## src/verilog/bridge_pkg.sv

```systemverilog
package bridge_pkg;

  localparam int addr_w     = 32;
  localparam int data_w     = 32;
  localparam int line_w     = 128;
  localparam int line_beats = 4;
  localparam int len_w      = 8;
  localparam int id_w       = 4;

  // read ids, one per requester
  localparam logic [id_w-1:0] id_inst = id_w'(0);
  localparam logic [id_w-1:0] id_data = id_w'(1);

  // burst length field for a full cache line
  localparam logic [len_w-1:0] line_len = len_w'(line_beats - 1);

  // request size as seen on rd_type and wr_type
  typedef enum logic [2:0] {
    type_byte = 3'd0,
    type_half = 3'd1,
    type_word = 3'd2,
    type_line = 3'd4
  } req_type_e;

  typedef enum logic [1:0] {
    wr_idle,
    wr_addr,
    wr_data,
    wr_resp
  } wr_state_e;

endpackage

```

## src/verilog/read_arbiter.sv

```systemverilog
`timescale 1ns/100ps

module read_arbiter (
  input  logic                          aclk,
  input  logic                          arst_n,
  input  logic                          inst_rd_req,
  input  bridge_pkg::req_type_e         inst_rd_type,
  input  logic [bridge_pkg::addr_w-1:0] inst_rd_addr,
  input  logic                          data_rd_req,
  input  bridge_pkg::req_type_e         data_rd_type,
  input  logic [bridge_pkg::addr_w-1:0] data_rd_addr,
  input  logic                          inst_busy,
  input  logic                          data_busy,
  input  logic                          wr_busy,
  output logic                          inst_rd_rdy,
  output logic                          data_rd_rdy,
  output logic                          inst_grant,
  output logic                          data_grant,
  output logic [bridge_pkg::id_w-1:0]   arid,
  output logic [bridge_pkg::addr_w-1:0] araddr,
  output logic [bridge_pkg::len_w-1:0]  arlen,
  output logic [2:0]                    arsize,
  output logic                          arvalid,
  input  logic                          arready
);

  bridge_pkg::req_type_e sel_type;

  // data reads are held back while a write is still in flight
  assign data_rd_rdy = !arvalid && !data_busy && !wr_busy;
  // data has priority when both ask
  assign inst_rd_rdy = !arvalid && !inst_busy && !(data_rd_req && data_rd_rdy);

  assign data_grant = data_rd_req && data_rd_rdy;
  assign inst_grant = inst_rd_req && inst_rd_rdy;

  assign sel_type = data_grant ? data_rd_type : inst_rd_type;

  always_ff @(posedge aclk or negedge arst_n) begin
    if (!arst_n) begin
      arvalid <= 1'b0;
    end else if (data_grant || inst_grant) begin
      arvalid <= 1'b1;
    end else if (arready) begin
      arvalid <= 1'b0;
    end
  end

  // payload only loads while the AR register is empty
  always_ff @(posedge aclk) begin
    if (data_grant || inst_grant) begin
      arid   <= data_grant ? bridge_pkg::id_data : bridge_pkg::id_inst;
      araddr <= data_grant ? data_rd_addr : inst_rd_addr;
      if (sel_type == bridge_pkg::type_line) begin
        arlen  <= bridge_pkg::line_len;
        arsize <= 3'd2;
      end else begin
        arlen  <= '0;
        arsize <= {1'b0, sel_type[1:0]};
      end
    end
  end

endmodule

```

## src/verilog/read_return.sv

```systemverilog
`timescale 1ns/100ps

module read_return (
  input  logic                          aclk,
  input  logic                          arst_n,
  input  logic                          inst_grant,
  input  logic                          data_grant,
  input  logic [bridge_pkg::id_w-1:0]   rid,
  input  logic [bridge_pkg::data_w-1:0] rdata,
  input  logic                          rlast,
  input  logic                          rvalid,
  output logic                          rready,
  output logic                          inst_busy,
  output logic                          data_busy,
  output logic                          inst_ret_valid,
  output logic                          inst_ret_last,
  output logic [bridge_pkg::data_w-1:0] inst_ret_data,
  output logic                          data_ret_valid,
  output logic                          data_ret_last,
  output logic [bridge_pkg::data_w-1:0] data_ret_data
);

  logic beat;

  assign rready = inst_busy || data_busy;
  assign beat   = rvalid && rready;

  // steer by id, same cycle as the R handshake
  assign inst_ret_valid = beat && (rid == bridge_pkg::id_inst);
  assign data_ret_valid = beat && (rid == bridge_pkg::id_data);
  assign inst_ret_last  = inst_ret_valid && rlast;
  assign data_ret_last  = data_ret_valid && rlast;
  assign inst_ret_data  = rdata;
  assign data_ret_data  = rdata;

  // one outstanding read per port, grant never overlaps the last beat
  always_ff @(posedge aclk or negedge arst_n) begin
    if (!arst_n) begin
      inst_busy <= 1'b0;
      data_busy <= 1'b0;
    end else begin
      if (inst_grant) begin
        inst_busy <= 1'b1;
      end else if (inst_ret_last) begin
        inst_busy <= 1'b0;
      end
      if (data_grant) begin
        data_busy <= 1'b1;
      end else if (data_ret_last) begin
        data_busy <= 1'b0;
      end
    end
  end

endmodule

```

## src/verilog/write_sequencer.sv

```systemverilog
`timescale 1ns/100ps

module write_sequencer (
  input  logic                            aclk,
  input  logic                            arst_n,
  input  logic                            data_wr_req,
  input  bridge_pkg::req_type_e           data_wr_type,
  input  logic [bridge_pkg::addr_w-1:0]   data_wr_addr,
  input  logic [bridge_pkg::data_w/8-1:0] data_wr_wstrb,
  input  logic [bridge_pkg::line_w-1:0]   data_wr_data,
  output logic                            data_wr_rdy,
  output logic                            wr_busy,
  output logic [bridge_pkg::addr_w-1:0]   awaddr,
  output logic [bridge_pkg::len_w-1:0]    awlen,
  output logic [2:0]                      awsize,
  output logic                            awvalid,
  input  logic                            awready,
  output logic [bridge_pkg::data_w-1:0]   wdata,
  output logic [bridge_pkg::data_w/8-1:0] wstrb,
  output logic                            wlast,
  output logic                            wvalid,
  input  logic                            wready,
  input  logic                            bvalid,
  output logic                            bready
);

  bridge_pkg::wr_state_e             state;
  logic [bridge_pkg::len_w-1:0]      beat_cnt;
  logic [bridge_pkg::line_w-1:0]     line_q;
  logic                              accept;
  logic                              w_beat;

  assign data_wr_rdy = (state == bridge_pkg::wr_idle);
  assign wr_busy     = !data_wr_rdy;
  assign accept      = data_wr_req && data_wr_rdy;

  assign awvalid = (state == bridge_pkg::wr_addr);
  assign wvalid  = (state == bridge_pkg::wr_data);
  assign bready  = (state == bridge_pkg::wr_resp);
  assign w_beat  = wvalid && wready;

  // low word of the shifted line is always the current beat
  assign wdata = line_q[bridge_pkg::data_w-1:0];
  assign wlast = wvalid && (beat_cnt == awlen);

  always_ff @(posedge aclk or negedge arst_n) begin
    if (!arst_n) begin
      state    <= bridge_pkg::wr_idle;
      beat_cnt <= '0;
    end else begin
      unique case (state)
        bridge_pkg::wr_idle: begin
          if (accept) begin
            state    <= bridge_pkg::wr_addr;
            beat_cnt <= '0;
          end
        end
        bridge_pkg::wr_addr: begin
          if (awready) state <= bridge_pkg::wr_data;
        end
        bridge_pkg::wr_data: begin
          if (w_beat) begin
            beat_cnt <= beat_cnt + 1'b1;
            if (wlast) state <= bridge_pkg::wr_resp;
          end
        end
        bridge_pkg::wr_resp: begin
          if (bvalid) state <= bridge_pkg::wr_idle;
        end
        default: state <= bridge_pkg::wr_idle;
      endcase
    end
  end

  // captured request, shifted one word per accepted W beat
  always_ff @(posedge aclk) begin
    if (accept) begin
      awaddr <= data_wr_addr;
      line_q <= data_wr_data;
      if (data_wr_type == bridge_pkg::type_line) begin
        awlen  <= bridge_pkg::line_len;
        awsize <= 3'd2;
        wstrb  <= '1;
      end else begin
        awlen  <= '0;
        awsize <= {1'b0, data_wr_type[1:0]};
        wstrb  <= data_wr_wstrb;
      end
    end else if (w_beat) begin
      line_q <= line_q >> bridge_pkg::data_w;
    end
  end

endmodule

```

## src/verilog/axi_bridge_top.sv

```systemverilog
`timescale 1ns/100ps

module axi_bridge_top (
  input  logic                            aclk,
  input  logic                            arst_n,
  // instruction port
  input  logic                            inst_rd_req,
  input  bridge_pkg::req_type_e           inst_rd_type,
  input  logic [bridge_pkg::addr_w-1:0]   inst_rd_addr,
  output logic                            inst_rd_rdy,
  output logic                            inst_ret_valid,
  output logic                            inst_ret_last,
  output logic [bridge_pkg::data_w-1:0]   inst_ret_data,
  // data port
  input  logic                            data_rd_req,
  input  bridge_pkg::req_type_e           data_rd_type,
  input  logic [bridge_pkg::addr_w-1:0]   data_rd_addr,
  output logic                            data_rd_rdy,
  output logic                            data_ret_valid,
  output logic                            data_ret_last,
  output logic [bridge_pkg::data_w-1:0]   data_ret_data,
  input  logic                            data_wr_req,
  input  bridge_pkg::req_type_e           data_wr_type,
  input  logic [bridge_pkg::addr_w-1:0]   data_wr_addr,
  input  logic [bridge_pkg::data_w/8-1:0] data_wr_wstrb,
  input  logic [bridge_pkg::line_w-1:0]   data_wr_data,
  output logic                            data_wr_rdy,
  // AXI read
  output logic [bridge_pkg::id_w-1:0]     arid,
  output logic [bridge_pkg::addr_w-1:0]   araddr,
  output logic [bridge_pkg::len_w-1:0]    arlen,
  output logic [2:0]                      arsize,
  output logic                            arvalid,
  input  logic                            arready,
  input  logic [bridge_pkg::id_w-1:0]     rid,
  input  logic [bridge_pkg::data_w-1:0]   rdata,
  input  logic                            rlast,
  input  logic                            rvalid,
  output logic                            rready,
  // AXI write
  output logic [bridge_pkg::addr_w-1:0]   awaddr,
  output logic [bridge_pkg::len_w-1:0]    awlen,
  output logic [2:0]                      awsize,
  output logic                            awvalid,
  input  logic                            awready,
  output logic [bridge_pkg::data_w-1:0]   wdata,
  output logic [bridge_pkg::data_w/8-1:0] wstrb,
  output logic                            wlast,
  output logic                            wvalid,
  input  logic                            wready,
  input  logic                            bvalid,
  output logic                            bready
);

  logic inst_busy;
  logic data_busy;
  logic wr_busy;
  logic inst_grant;
  logic data_grant;

  read_arbiter u_read_arbiter (
    .aclk         (aclk),
    .arst_n       (arst_n),
    .inst_rd_req  (inst_rd_req),
    .inst_rd_type (inst_rd_type),
    .inst_rd_addr (inst_rd_addr),
    .data_rd_req  (data_rd_req),
    .data_rd_type (data_rd_type),
    .data_rd_addr (data_rd_addr),
    .inst_busy    (inst_busy),
    .data_busy    (data_busy),
    .wr_busy      (wr_busy),
    .inst_rd_rdy  (inst_rd_rdy),
    .data_rd_rdy  (data_rd_rdy),
    .inst_grant   (inst_grant),
    .data_grant   (data_grant),
    .arid         (arid),
    .araddr       (araddr),
    .arlen        (arlen),
    .arsize       (arsize),
    .arvalid      (arvalid),
    .arready      (arready)
  );

  read_return u_read_return (
    .aclk           (aclk),
    .arst_n         (arst_n),
    .inst_grant     (inst_grant),
    .data_grant     (data_grant),
    .rid            (rid),
    .rdata          (rdata),
    .rlast          (rlast),
    .rvalid         (rvalid),
    .rready         (rready),
    .inst_busy      (inst_busy),
    .data_busy      (data_busy),
    .inst_ret_valid (inst_ret_valid),
    .inst_ret_last  (inst_ret_last),
    .inst_ret_data  (inst_ret_data),
    .data_ret_valid (data_ret_valid),
    .data_ret_last  (data_ret_last),
    .data_ret_data  (data_ret_data)
  );

  write_sequencer u_write_sequencer (
    .aclk          (aclk),
    .arst_n        (arst_n),
    .data_wr_req   (data_wr_req),
    .data_wr_type  (data_wr_type),
    .data_wr_addr  (data_wr_addr),
    .data_wr_wstrb (data_wr_wstrb),
    .data_wr_data  (data_wr_data),
    .data_wr_rdy   (data_wr_rdy),
    .wr_busy       (wr_busy),
    .awaddr        (awaddr),
    .awlen         (awlen),
    .awsize        (awsize),
    .awvalid       (awvalid),
    .awready       (awready),
    .wdata         (wdata),
    .wstrb         (wstrb),
    .wlast         (wlast),
    .wvalid        (wvalid),
    .wready        (wready),
    .bvalid        (bvalid),
    .bready        (bready)
  );

endmodule

```

## config.mk

```make
export PLATFORM = sky130hd
export DESIGN_NAME = axi_bridge_top
export DESIGN_NICKNAME = d
export VERILOG_FILES = /design/src/verilog/bridge_pkg.sv /design/src/verilog/read_arbiter.sv /design/src/verilog/read_return.sv /design/src/verilog/write_sequencer.sv /design/src/verilog/axi_bridge_top.sv
export SDC_FILE = /design/constraint.sdc
export NUM_CORES = 1
export LEC_CHECK = 0
export ABC_CLOCK_PERIOD_IN_PS = 5300
export BUFFER_PORTS_ARGS = -buffer_cell sky130_fd_sc_hd__buf_2
export CORE_AREA = 2 2 191 193
export DETAILED_ROUTE_END_ITERATION = 10
export DIE_AREA = 0 0 193 195
export HOLD_SLACK_MARGIN = 0.03
export SETUP_SLACK_MARGIN = 0.1
export SLEW_MARGIN = 40
export SYNTH_ARGS = -nofsm -noshare
export SYNTH_HDL_FRONTEND = slang
export SYNTH_SLANG_ARGS = --single-unit
```

## constraint.sdc

```tcl
create_clock -name aclk -period 5.3 [get_ports aclk]
set_input_delay 0 -clock aclk [delete_from_list [all_inputs] [get_ports aclk]]
set_output_delay 0 -clock aclk [all_outputs]
set_load 0.005 [all_outputs]
```

==> results of run 1 <==
-- cell usage in the layout (no fill, tap or decap), types with 2 or more instances in the layout --
cell,instances
buf_2,373
dlygate4sd3_1,282
edfxtp_1,203
nand2_1,105
mux2_2,97
and3_1,34
clkbuf_16,25
conb_1,17
nor2_1,13
dfrtp_1,13
inv_1,8
clkbuf_1,8
buf_4,7
nand2b_1,5
nor3_1,5
xnor2_1,5
ha_1,5
or2_2,4
nand3_1,4
nor4_1,3
a21oi_1,3
o21ai_0,3
bufinv_16,3
clkinv_2,3
clkinv_1,3
nor2b_1,2
-- timing repair --
item | in CTS | in global routing
gates resized for setup | 0 | 0
hold buffers | 282 | 0
endpoints found under the hold margin | 285 | 0
-- worst max path at each step --
stage | cells past startpoint | slack, ns | endpoint | from
after global placement | 7 | 2.37 | u_write_sequencer.line_q[94] | u_write_sequencer.state[0]
after CTS | 10 | 2.05 | u_read_arbiter.arlen[0] | u_write_sequencer.state[0]
after floorplan | 5 | 1.16 | u_write_sequencer.line_q[0] | u_write_sequencer.state[0]
final | 10 | 2.01 | u_read_arbiter.arlen[0] | u_write_sequencer.state[0]
after global routing | 10 | 1.76 | u_read_arbiter.araddr[18] | u_write_sequencer.state[0]
after detailed placement | 7 | 2.30 | u_write_sequencer.line_q[94] | u_write_sequencer.state[0]
-- through the flow --
step	instances	area [um2]	setup slack, ns	util (%)
after detailed placement	1395	11300	2.30	31.8
after CTS	1720	14900	2.05	42.0
after global placement	1395	11300	2.37	31.8
after floorplan	695	9750	1.16	-
after global routing	1721	14900	1.76	42.1
final	1721	14900	2.01	42.1
-- flip-flops by register name, indices dropped and copies added (netlist names) --
| name | cells |
|---|---|
| u_read_return.inst_busy | 1 |
| u_write_sequencer.beat_cnt | 8 |
| u_read_arbiter.arvalid | 1 |
| u_read_arbiter.arid | 1 |
| u_read_arbiter.arsize | 2 |
| u_read_arbiter.araddr | 32 |
| u_write_sequencer.state | 2 |
| u_read_arbiter.arlen | 1 |
| u_write_sequencer.awaddr | 32 |
| u_write_sequencer.line_q | 128 |
| u_read_return.data_busy | 1 |
| u_write_sequencer.awlen | 1 |
| u_write_sequencer.awsize | 2 |
| u_write_sequencer.wstrb | 4 |
-- worst register-to-register path, delay by kind of cell, from the launching register on --
kind                       cells  cell delay [ns]
AOI/OAI and AO/OA              1             0.09
DFF                            1             0.42
buffers and inverters          5             1.88
adders and majority gates      1             0.17
and+or+nand+nor                3             0.60
-- power by group through the flow --
stage,registers [mW],logic (mW),clock network (mW)
floorplan,2.77,0.990,0
finish,2.72,1.59,1.70
detailed placement,2.76,1.37,0
global placement,2.74,1.33,0
CTS,2.72,1.60,1.76
global route,2.77,1.75,1.82
-- final cells by class --
class | count | area [um2]
well taps | 461 | 577
diodes | 1 | 2.50
repair buffers | 663 | 4760
fillers | 3251 | 20500
multi-input cells | 327 | 2290
flip-flops and latches | 216 | 6420
clock buffers | 33 | 656
clock inverters | 10 | 136
inverters | 10 | 40.0
-- per-layer routing --
| metal | GRT usage (%) | vias up | share of wire (%) |
|---|---|---|---|
| met5 | 0 | - | 0.084 |
| li1 | - | 3422 | - |
| met4 | 4.21 | 4 | 2.3 |
| met1 | 18.0 | 3510 | 41 |
| met3 | 3.40 | 55 | 7.7 |
| met2 | 23.9 | 299 | 49 |
-- kinds of logic (layout without fill, tap and decap cells) --
logic type                 after synthesis  in the layout  synth area share, %
AOI/OAI and AO/OA                       15             15                 1.07
xor gates and xnor gates                 5              5                0.452
adders and majority gates                6              6                0.775
buffers and inverters                  152            716                 10.8
DFF                                    216            216                 66.3
muxes                                   99             99                 11.5
other                                    1             18               0.0387
and+or+nand+nor                        185            185                 9.07
==> flow_summary.ini, run 1 <==
[routing]
wl_per_cell_um = 16.5
wl_mm = 28.5
vias = 7290
firstDrtPassIters = 5
drt-initial-drc-count = 367
remaining_drc_errors = 0
ant_nets = 0
viasPerCell = 4.24

[floorplan]
die_h_um = 195
coreArea_um2 = 35400
initial_core_util_pct = 27.4
core.rowCount = 69
die_area_um2 = 37600
die_w_um = 193
pin_count = 487

[sta]
hold_viol = 0
fmax_mhz = 304
fin_crit_ns = 3.29
fin_hold_ws_ns = 0.107
final.setup.tns_ns = 0
worstMarginPinSlew_ns = 0.688
rsz0062_at_grt = false
maxSlewViolCount = 0
finalCritPeriodShare_pct = 62.1
skew_ns = 0.00955
slew_headroom_pct = 54.0
setup_viol = 0

[worst_hold_path]
hp-start = awready
min_to = u_write_sequencer.state[0]
hold_path.class = input pin to flip-flop
min_path_cells = 5

[finish]
drive_gt1_share_pct = 41.4
fin_nets = 1533
synthToLayoutAreaGrowth_pct = 53.7

[logic_synthesis]
synth.yosys.warnings = 0
synth_edf_count = 203
seq_area_frac_synth_pct = 66.3
synth.most_common_cell = edfxtp_1
syn_area_um2 = 9690
synth_area_leader_cell = edfxtp_1
ys.flop_type = edfxtp_1
syn-mean-instance-area_um2 = 14.3
yosysUniqueCellTypes = 43
synth_cells = 679
ys_ff_latch = 216
yosys.area.top_type_share_pct = 62.9
synth_top_cells_by_area = edfxtp_1, mux2_2, buf_4
synth.top_cells.by_count = edfxtp_1, buf_4, nand2_1, mux2_2, and3_1
async_reset_ff_share_pct = 6.02

[clocking]
postCtsSetupBuffers = 0
cts_buffer_depth = 3
clk-insertion-delay-late_ns = 0.54
htreeDepth = 1
cts_tree = done
clk_pin_slew_ns = 0.06
cts_made_buffers = 25
clock_sinks = 216
root_buffer = clkbuf_16

[critical_path]
required_ns = 5.70
crit_family = buffers and inverters
end_kind = flip-flop
r2r_slack_ns = 2.01
path_cells = inv_1 > ha_2 > buf_4 > nor3b_2 > nand2_1 > buf_4 > inv_2 > nand4b_1 > o41ai_1 > dlygate4sd3_1
worst_r2r_endpoint = u_read_arbiter.arlen[0]
critPathBufInv = 5
max_stage_delay_ns = 0.59
reg2reg_depth = 10
path_common_cell = buf_4
critPathLaunchType = flip-flop
r2r_start = u_write_sequencer.state[0]
cp_max_fo = 39
crit_type = flip-flop to flip-flop
critical_path_arrival_ns = 3.69
slowest_stage = dlygate4sd3_1

[power]
netSwitchingFraction_pct = 27.3
p_clk_share_pct = 28.3
pwr-share-comb_pct = 26.5
p_seq_share_pct = 45.2
cell_internal_pwr_mw = 4.37
p_leak_nw = 6.32
p_per_area_nw_per_um2 = 404
power_switching_mw = 1.64
power.total_mw = 6.02
ir_drop_mv = 0.231

[place]
gp_congestion = 0.858
numPortBuffers = 373
dpl.hpwl_mm = 18.5

[status]
status = finished clean

[grt]
grt_pass1_wl_mm = 41.5
grt_overflow = 0
grt_pass1_vias = 7663
antenna_found_initial = 3
grt_use_total_pct = 14.2
grt_max_degree = 65

[run]
maxCapViolCount = 0
(Power assumes the default switching activity.)
==> run 2: changes to the inputs <==
--- a/config.mk
+++ b/config.mk
@@ -5,7 +5,7 @@
 export SDC_FILE = /design/constraint.sdc
 export NUM_CORES = 1
 export LEC_CHECK = 0
-export ABC_CLOCK_PERIOD_IN_PS = 5300
+export ABC_CLOCK_PERIOD_IN_PS = 2900
 export BUFFER_PORTS_ARGS = -buffer_cell sky130_fd_sc_hd__buf_2
 export CORE_AREA = 2 2 191 193
 export DETAILED_ROUTE_END_ITERATION = 10
==> constraint.sdc (replaced) <==
create_clock -name aclk -period 2.9 [get_ports aclk]
set_input_delay 0 -clock aclk [delete_from_list [all_inputs] [get_ports aclk]]
set_output_delay 0 -clock aclk [all_outputs]
set_load 0.005 [all_outputs]
==> run 2 against run 1 <==
Effect of this change: register-to-register slack worse by 1.7 ns; largest cell class unchanged; cell count rose by 0.64%; critical endpoint is now u_read_arbiter.araddr[27]; sequential power grew 83%; highest routed layer is now met4.
==> flow_summary.ini, run 2 (synthesis gave the netlist of run 1 again) <==
[floorplan]
die_w_um = 193
core.rowCount = 69
die_h_um = 195
initial_core_util_pct = 27.4
die_area_um2 = 37600
coreArea_um2 = 35400
pin_count = 487

[clocking]
root_buffer = clkbuf_16
clk-insertion-delay-late_ns = 0.52
clk_pin_slew_ns = 0.06
cts_made_buffers = 25
htreeDepth = 1
postCtsSetupBuffers = 0
clock_sinks = 216
cts_buffer_depth = 3
cts_tree = done

[routing]
firstDrtPassIters = 4
wl_per_cell_um = 16.4
drt-initial-drc-count = 377
remaining_drc_errors = 0
ant_nets = 0
vias = 7247
wl_mm = 28.4
viasPerCell = 4.18

[grt]
grt_use_total_pct = 14.3
grt_pass1_vias = 7577
antenna_found_initial = 2
grt_pass1_wl_mm = 41.8
grt_max_degree = 53
grt_overflow = 0

[status]
status = finished clean

[finish]
synthToLayoutAreaGrowth_pct = 54.5
drive_gt1_share_pct = 42.0
final_common_cell = buf_2
reg_top3 = u_write_sequencer.line_q x128, u_read_arbiter.araddr x32, u_write_sequencer.awaddr x32
fillCellCount = 3217
largest-register = u_write_sequencer.line_q
fin_nets = 1545
largest_reg_flops = 128
final_cell_mix = buf_2, dlygate4sd3_1, edfxtp_1

[critical_path]
cp_max_fo = 8
crit_type = flip-flop to flip-flop
required_ns = 3.17
r2r_start = u_write_sequencer.state[1]
worstSetupStartpoint = u_write_sequencer.state[1]
critical_path_arrival_ns = 2.88
end_kind = flip-flop
critPathLaunchType = flip-flop

[sta]
rsz0062_at_grt = false
finalCritPeriodShare_pct = 89.9
final.setup.tns_ns = 0
maxSlewViolCount = 0
fin_crit_ns = 2.61
worstMarginPinSlew_ns = 0.644
hold_viol = 0
setup_viol = 0
fmax_mhz = 384
skew_ns = 0.00785
worst_slack_ns = 0.294
slew_headroom_pct = 56.9

[place]
pre_cts_ws_ns = 0.495
gp_congestion = 0.823
numPortBuffers = 373
dpl.hpwl_mm = 18.5

[power]
netSwitchingFraction_pct = 27.6
ir_drop_mv = 0.434
pwr-share-comb_pct = 27.9
p_seq_share_pct = 45.5
p_per_area_nw_per_um2 = 729
power.total_mw = 10.9
power_switching_mw = 3.01
cell_internal_pwr_mw = 7.91
p_leak_nw = 6.36
p_clk_share_pct = 26.5

[worst_hold_path]
hold_path.class = input pin to flip-flop
hp-start = awready

[run]
maxCapViolCount = 0
-- run 2: what timing repair did --
| item | 4_1_cts | 5_1_grt |
|---|---|---|
| hold endpoints to repair | 285 | 0 |
| endpoints found under the setup margin | 0 | 26 |
| hold buffers | 284 | 0 |
| gates resized for setup | 0 | 3 |
-- run 2: routing by layer --
| metal | GRT usage [%] | routed length (um) |
|---|---|---|
| met1 | 18.3 | 11800 |
| met2 | 24.7 | 14100 |
| met3 | 2.84 | 1960 |
| met4 | 3.37 | 466 |
| met5 | 0 | 0 |
-- run 2: power groups by stage --
stage	registers [mW]	logic, mW	clock network (mW)
global route	5.05	3.36	3.12
global placement	5.00	2.61	0
detailed placement	5.03	2.65	0
finish	4.97	3.05	2.90
floorplan	4.98	1.82	0
CTS	4.97	3.08	3.01
-- run 2: worst paths after layout --
check | slack, ns | cells after the start | to
hold reg to reg | 0.54 | 1 | u_write_sequencer.line_q[76]
min in group asynchronous | 0.57 | 3 | u_read_arbiter.arvalid
setup / recovery | 0.29 | 8 | u_read_arbiter.araddr[27]
setup reg to reg | 0.29 | 8 | u_read_arbiter.araddr[27]
hold / removal | 0.09 | 5 | u_write_sequencer.state[0]
max in group asynchronous | 1.92 | 3 | u_write_sequencer.beat_cnt[1]
-- run 2: stage by stage --
stage                     hold WS (ns)  util (%)  area, um2  std cells
after detailed placement       -0.0803      32.2      11400       1405
after floorplan                 -0.296         -       9750        695
after global placement         -0.0879      32.2      11400       1405
after global routing             0.118      42.3      15000       1731
final                           0.0948      42.3      15000       1732
after CTS                       0.0713      42.3      15000       1731
-- run 2: critical path: stages (launching register included) --
cell,delay (ns)
dfrtp_1,0.41
inv_1,0.12
ha_2,0.21
nor3b_2,0.21
nand2_2,0.17
nand2_1,0.09
dlygate4sd3_1,0.54
nand2_1,0.05
dlygate4sd3_1,0.55
-- run 2: final cells by class --
type                    instances  area, um2  share of cell area [%]
multi-input cells             327       2300                    15.4
well taps                     461        577                    3.85
inverters                      10       45.0                   0.301
diodes                          1       2.50                  0.0167
repair buffers                675       4880                    32.6
flip-flops and latches        216       6420                    42.9
clock buffers                  33        656                    4.38
clock inverters                 9       80.1                   0.535
==> run 3: changes to the inputs <==
--- a/config.mk
+++ b/config.mk
@@ -5,7 +5,7 @@
 export SDC_FILE = /design/constraint.sdc
 export NUM_CORES = 1
 export LEC_CHECK = 0
-export ABC_CLOCK_PERIOD_IN_PS = 2900
+export ABC_CLOCK_PERIOD_IN_PS = 3260
 export BUFFER_PORTS_ARGS = -buffer_cell sky130_fd_sc_hd__buf_2
 export CORE_AREA = 2 2 191 193
 export DETAILED_ROUTE_END_ITERATION = 10
@@ -16,3 +16,4 @@
 export SYNTH_ARGS = -nofsm -noshare
 export SYNTH_HDL_FRONTEND = slang
 export SYNTH_SLANG_ARGS = --single-unit
+export TNS_END_PERCENT = 30
==> constraint.sdc (replaced) <==
create_clock -name aclk -period 3.26 [get_ports aclk]
set_input_delay 0 -clock aclk [delete_from_list [all_inputs] [get_ports aclk]]
set_output_delay 0 -clock aclk [all_outputs]
set_load 0.005 [all_outputs]
==> run 3 against run 2 <==
Effect of this change: clock skew grew 0.019 ns; setup slack gained 0.20 ns; core utilization is essentially flat; wire length grew 1.8%; non-clock buffer count shrank 4; register-to-register slack gained 0.20 ns; maximum frequency shrank 5.8%; clock power shrank 9.7%; clock-buffer cell count shrank 2; via count grew 1.8%; cell count is essentially flat; cell area is essentially flat; largest power group unchanged.
==> flow_summary.ini, run 3 (synthesis gave the netlist of run 1 again) <==
[floorplan]
initial_core_util_pct = 27.4
die_area_um2 = 37600
pin_count = 487
core.rowCount = 69
die_w_um = 193
die_h_um = 195
coreArea_um2 = 35400

[critical_path]
path_common_cell = nand2_1
cp_max_fo = 28
crit_family = buffers and inverters
path_cells = inv_1 > ha_2 > nor3b_2 > nand2_1 > buf_4 > nand2_1 > nand2_1 > dlygate4sd3_1
critical_path_arrival_ns = 3.04
required_ns = 3.53
critPathLaunchType = flip-flop
crit_type = flip-flop to flip-flop
slowest_stage = dlygate4sd3_1
max_stage_delay_ns = 0.57
critPathBufInv = 3
end_kind = flip-flop

[finish]
synthToLayoutAreaGrowth_pct = 54.6
final_cell_mix = buf_2, dlygate4sd3_1, edfxtp_1
regArea_um2 = 6420
fin_nets = 1541
stdcell_count = 1733
drive_gt1_share_pct = 41.6
largest_reg_flops = 128
multi_input_area_um2 = 2300
final_common_cell = buf_2
largest-register = u_write_sequencer.line_q
fillCellCount = 3229
reg_top3 = u_write_sequencer.line_q x128, u_read_arbiter.araddr x32, u_write_sequencer.awaddr x32

[routing]
drt-initial-drc-count = 398
wl_per_cell_um = 16.7
ant_nets = 0
viasPerCell = 4.26
vias = 7375
remaining_drc_errors = 0
wl_mm = 28.9
firstDrtPassIters = 4

[clocking]
clk_pin_slew_ns = 0.06
root_buffer = clkbuf_16
cts_tree = done
cts_buffer_depth = 3
cts_made_buffers = 25
htreeDepth = 1
clock_sinks = 216
clk-insertion-delay-late_ns = 0.54

[sta]
fmax_mhz = 361
final.setup.tns_ns = 0
fin_crit_ns = 2.77
worstMarginPinSlew_ns = 0.623
rsz0062_at_grt = false
skew_ns = 0.0271
fin_hold_ws_ns = 0.167
finalCritPeriodShare_pct = 84.9
hold_viol = 0
worst_slack_ns = 0.493
maxSlewViolCount = 0
slew_headroom_pct = 58.3
setup_viol = 0

[power]
ir_drop_mv = 0.414
power.total_mw = 9.75
p_leak_nw = 6.36
p_per_area_nw_per_um2 = 651

[status]
status = finished clean

[place]
dpl.hpwl_mm = 18.6
pre_cts_ws_ns = 0.872
gp_congestion = 0.791
numPortBuffers = 373
dp_cells = 1400

[grt]
grt_overflow = 0
grt_pass1_vias = 7741
antenna_found_initial = 3
grt_pass1_wl_mm = 42.4
grt_max_degree = 49
grt_use_total_pct = 14.6

[run]
maxCapViolCount = 0

[worst_hold_path]
hold_path.class = input pin to flip-flop
==> run 3: cell types whose count changed in the layout (fill, tap and decap cells not counted), moves of 2 or more <==
cell and change:
nand2_2 -2, clkbuf_1 -2, buf_4 -6, clkinvlp_4 -2, nand2_1 +2, clkinv_1 +4
clkinv_2 +4
==> run 3: what timing repair did <==
action / 4_1_cts / 5_1_grt
hold buffers: 285 / 0
hold endpoints to repair: 285 / 0
endpoints found under the setup margin: 0 / 2
setup buffers: 0 / 0
gates resized for setup: 0 / 2
==> run 3: final timing paths <==
kind / start / endpoint / slack [ns] / cells past startpoint
worst max-delay path: u_write_sequencer.state[0] / u_read_arbiter.araddr[22] / 0.49 / 8
worst min-delay path: data_wr_addr[21] / u_write_sequencer.awaddr[21] / 0.17 / 2
worst max register to register: u_write_sequencer.state[0] / u_read_arbiter.araddr[22] / 0.49 / 8
worst min register to register: u_write_sequencer.line_q[78] / u_write_sequencer.line_q[46] / 0.52 / 1
max in group asynchronous: arst_n / u_read_return.inst_busy / 2.28 / 3
min in group asynchronous: arst_n / u_read_return.data_busy / 0.55 / 3
==> run 3: per-layer routing <==
layer	part of all wire, %	GRT usage (%)
met2	50	25.1
met1	40	17.7
met5	0.055	0
met3	7.7	3.79
met4	2.3	4.60
==> run 3: power by group <==
part	internal [mW]	switching (mW)	total, mW
Sequential	4.18	0.250	4.43
Clock	1.50	1.12	2.62
Combinational	1.36	1.34	2.70
Total	7.03	2.72	9.75
==> run 3: cell type report <==
type                       instances  share of cell area, %
tap                              461                   3.85
timing repair buffer             671                   32.5
multi-input combinational        327                   15.4
antenna                            2                 0.0334
inverter                          10                  0.301
clock inverter                    15                  0.744
clock buffer                      31                   4.33
sequential                       216                   42.9
==> run 3: stage by stage <==
stage / utilization, % / cell area [um2]
global placement: 32.1 / 11400
floorplan: - / 9750
CTS: 42.3 / 15000
detailed placement: 32.1 / 11400
global route: 42.3 / 15000
finish: 42.3 / 15000
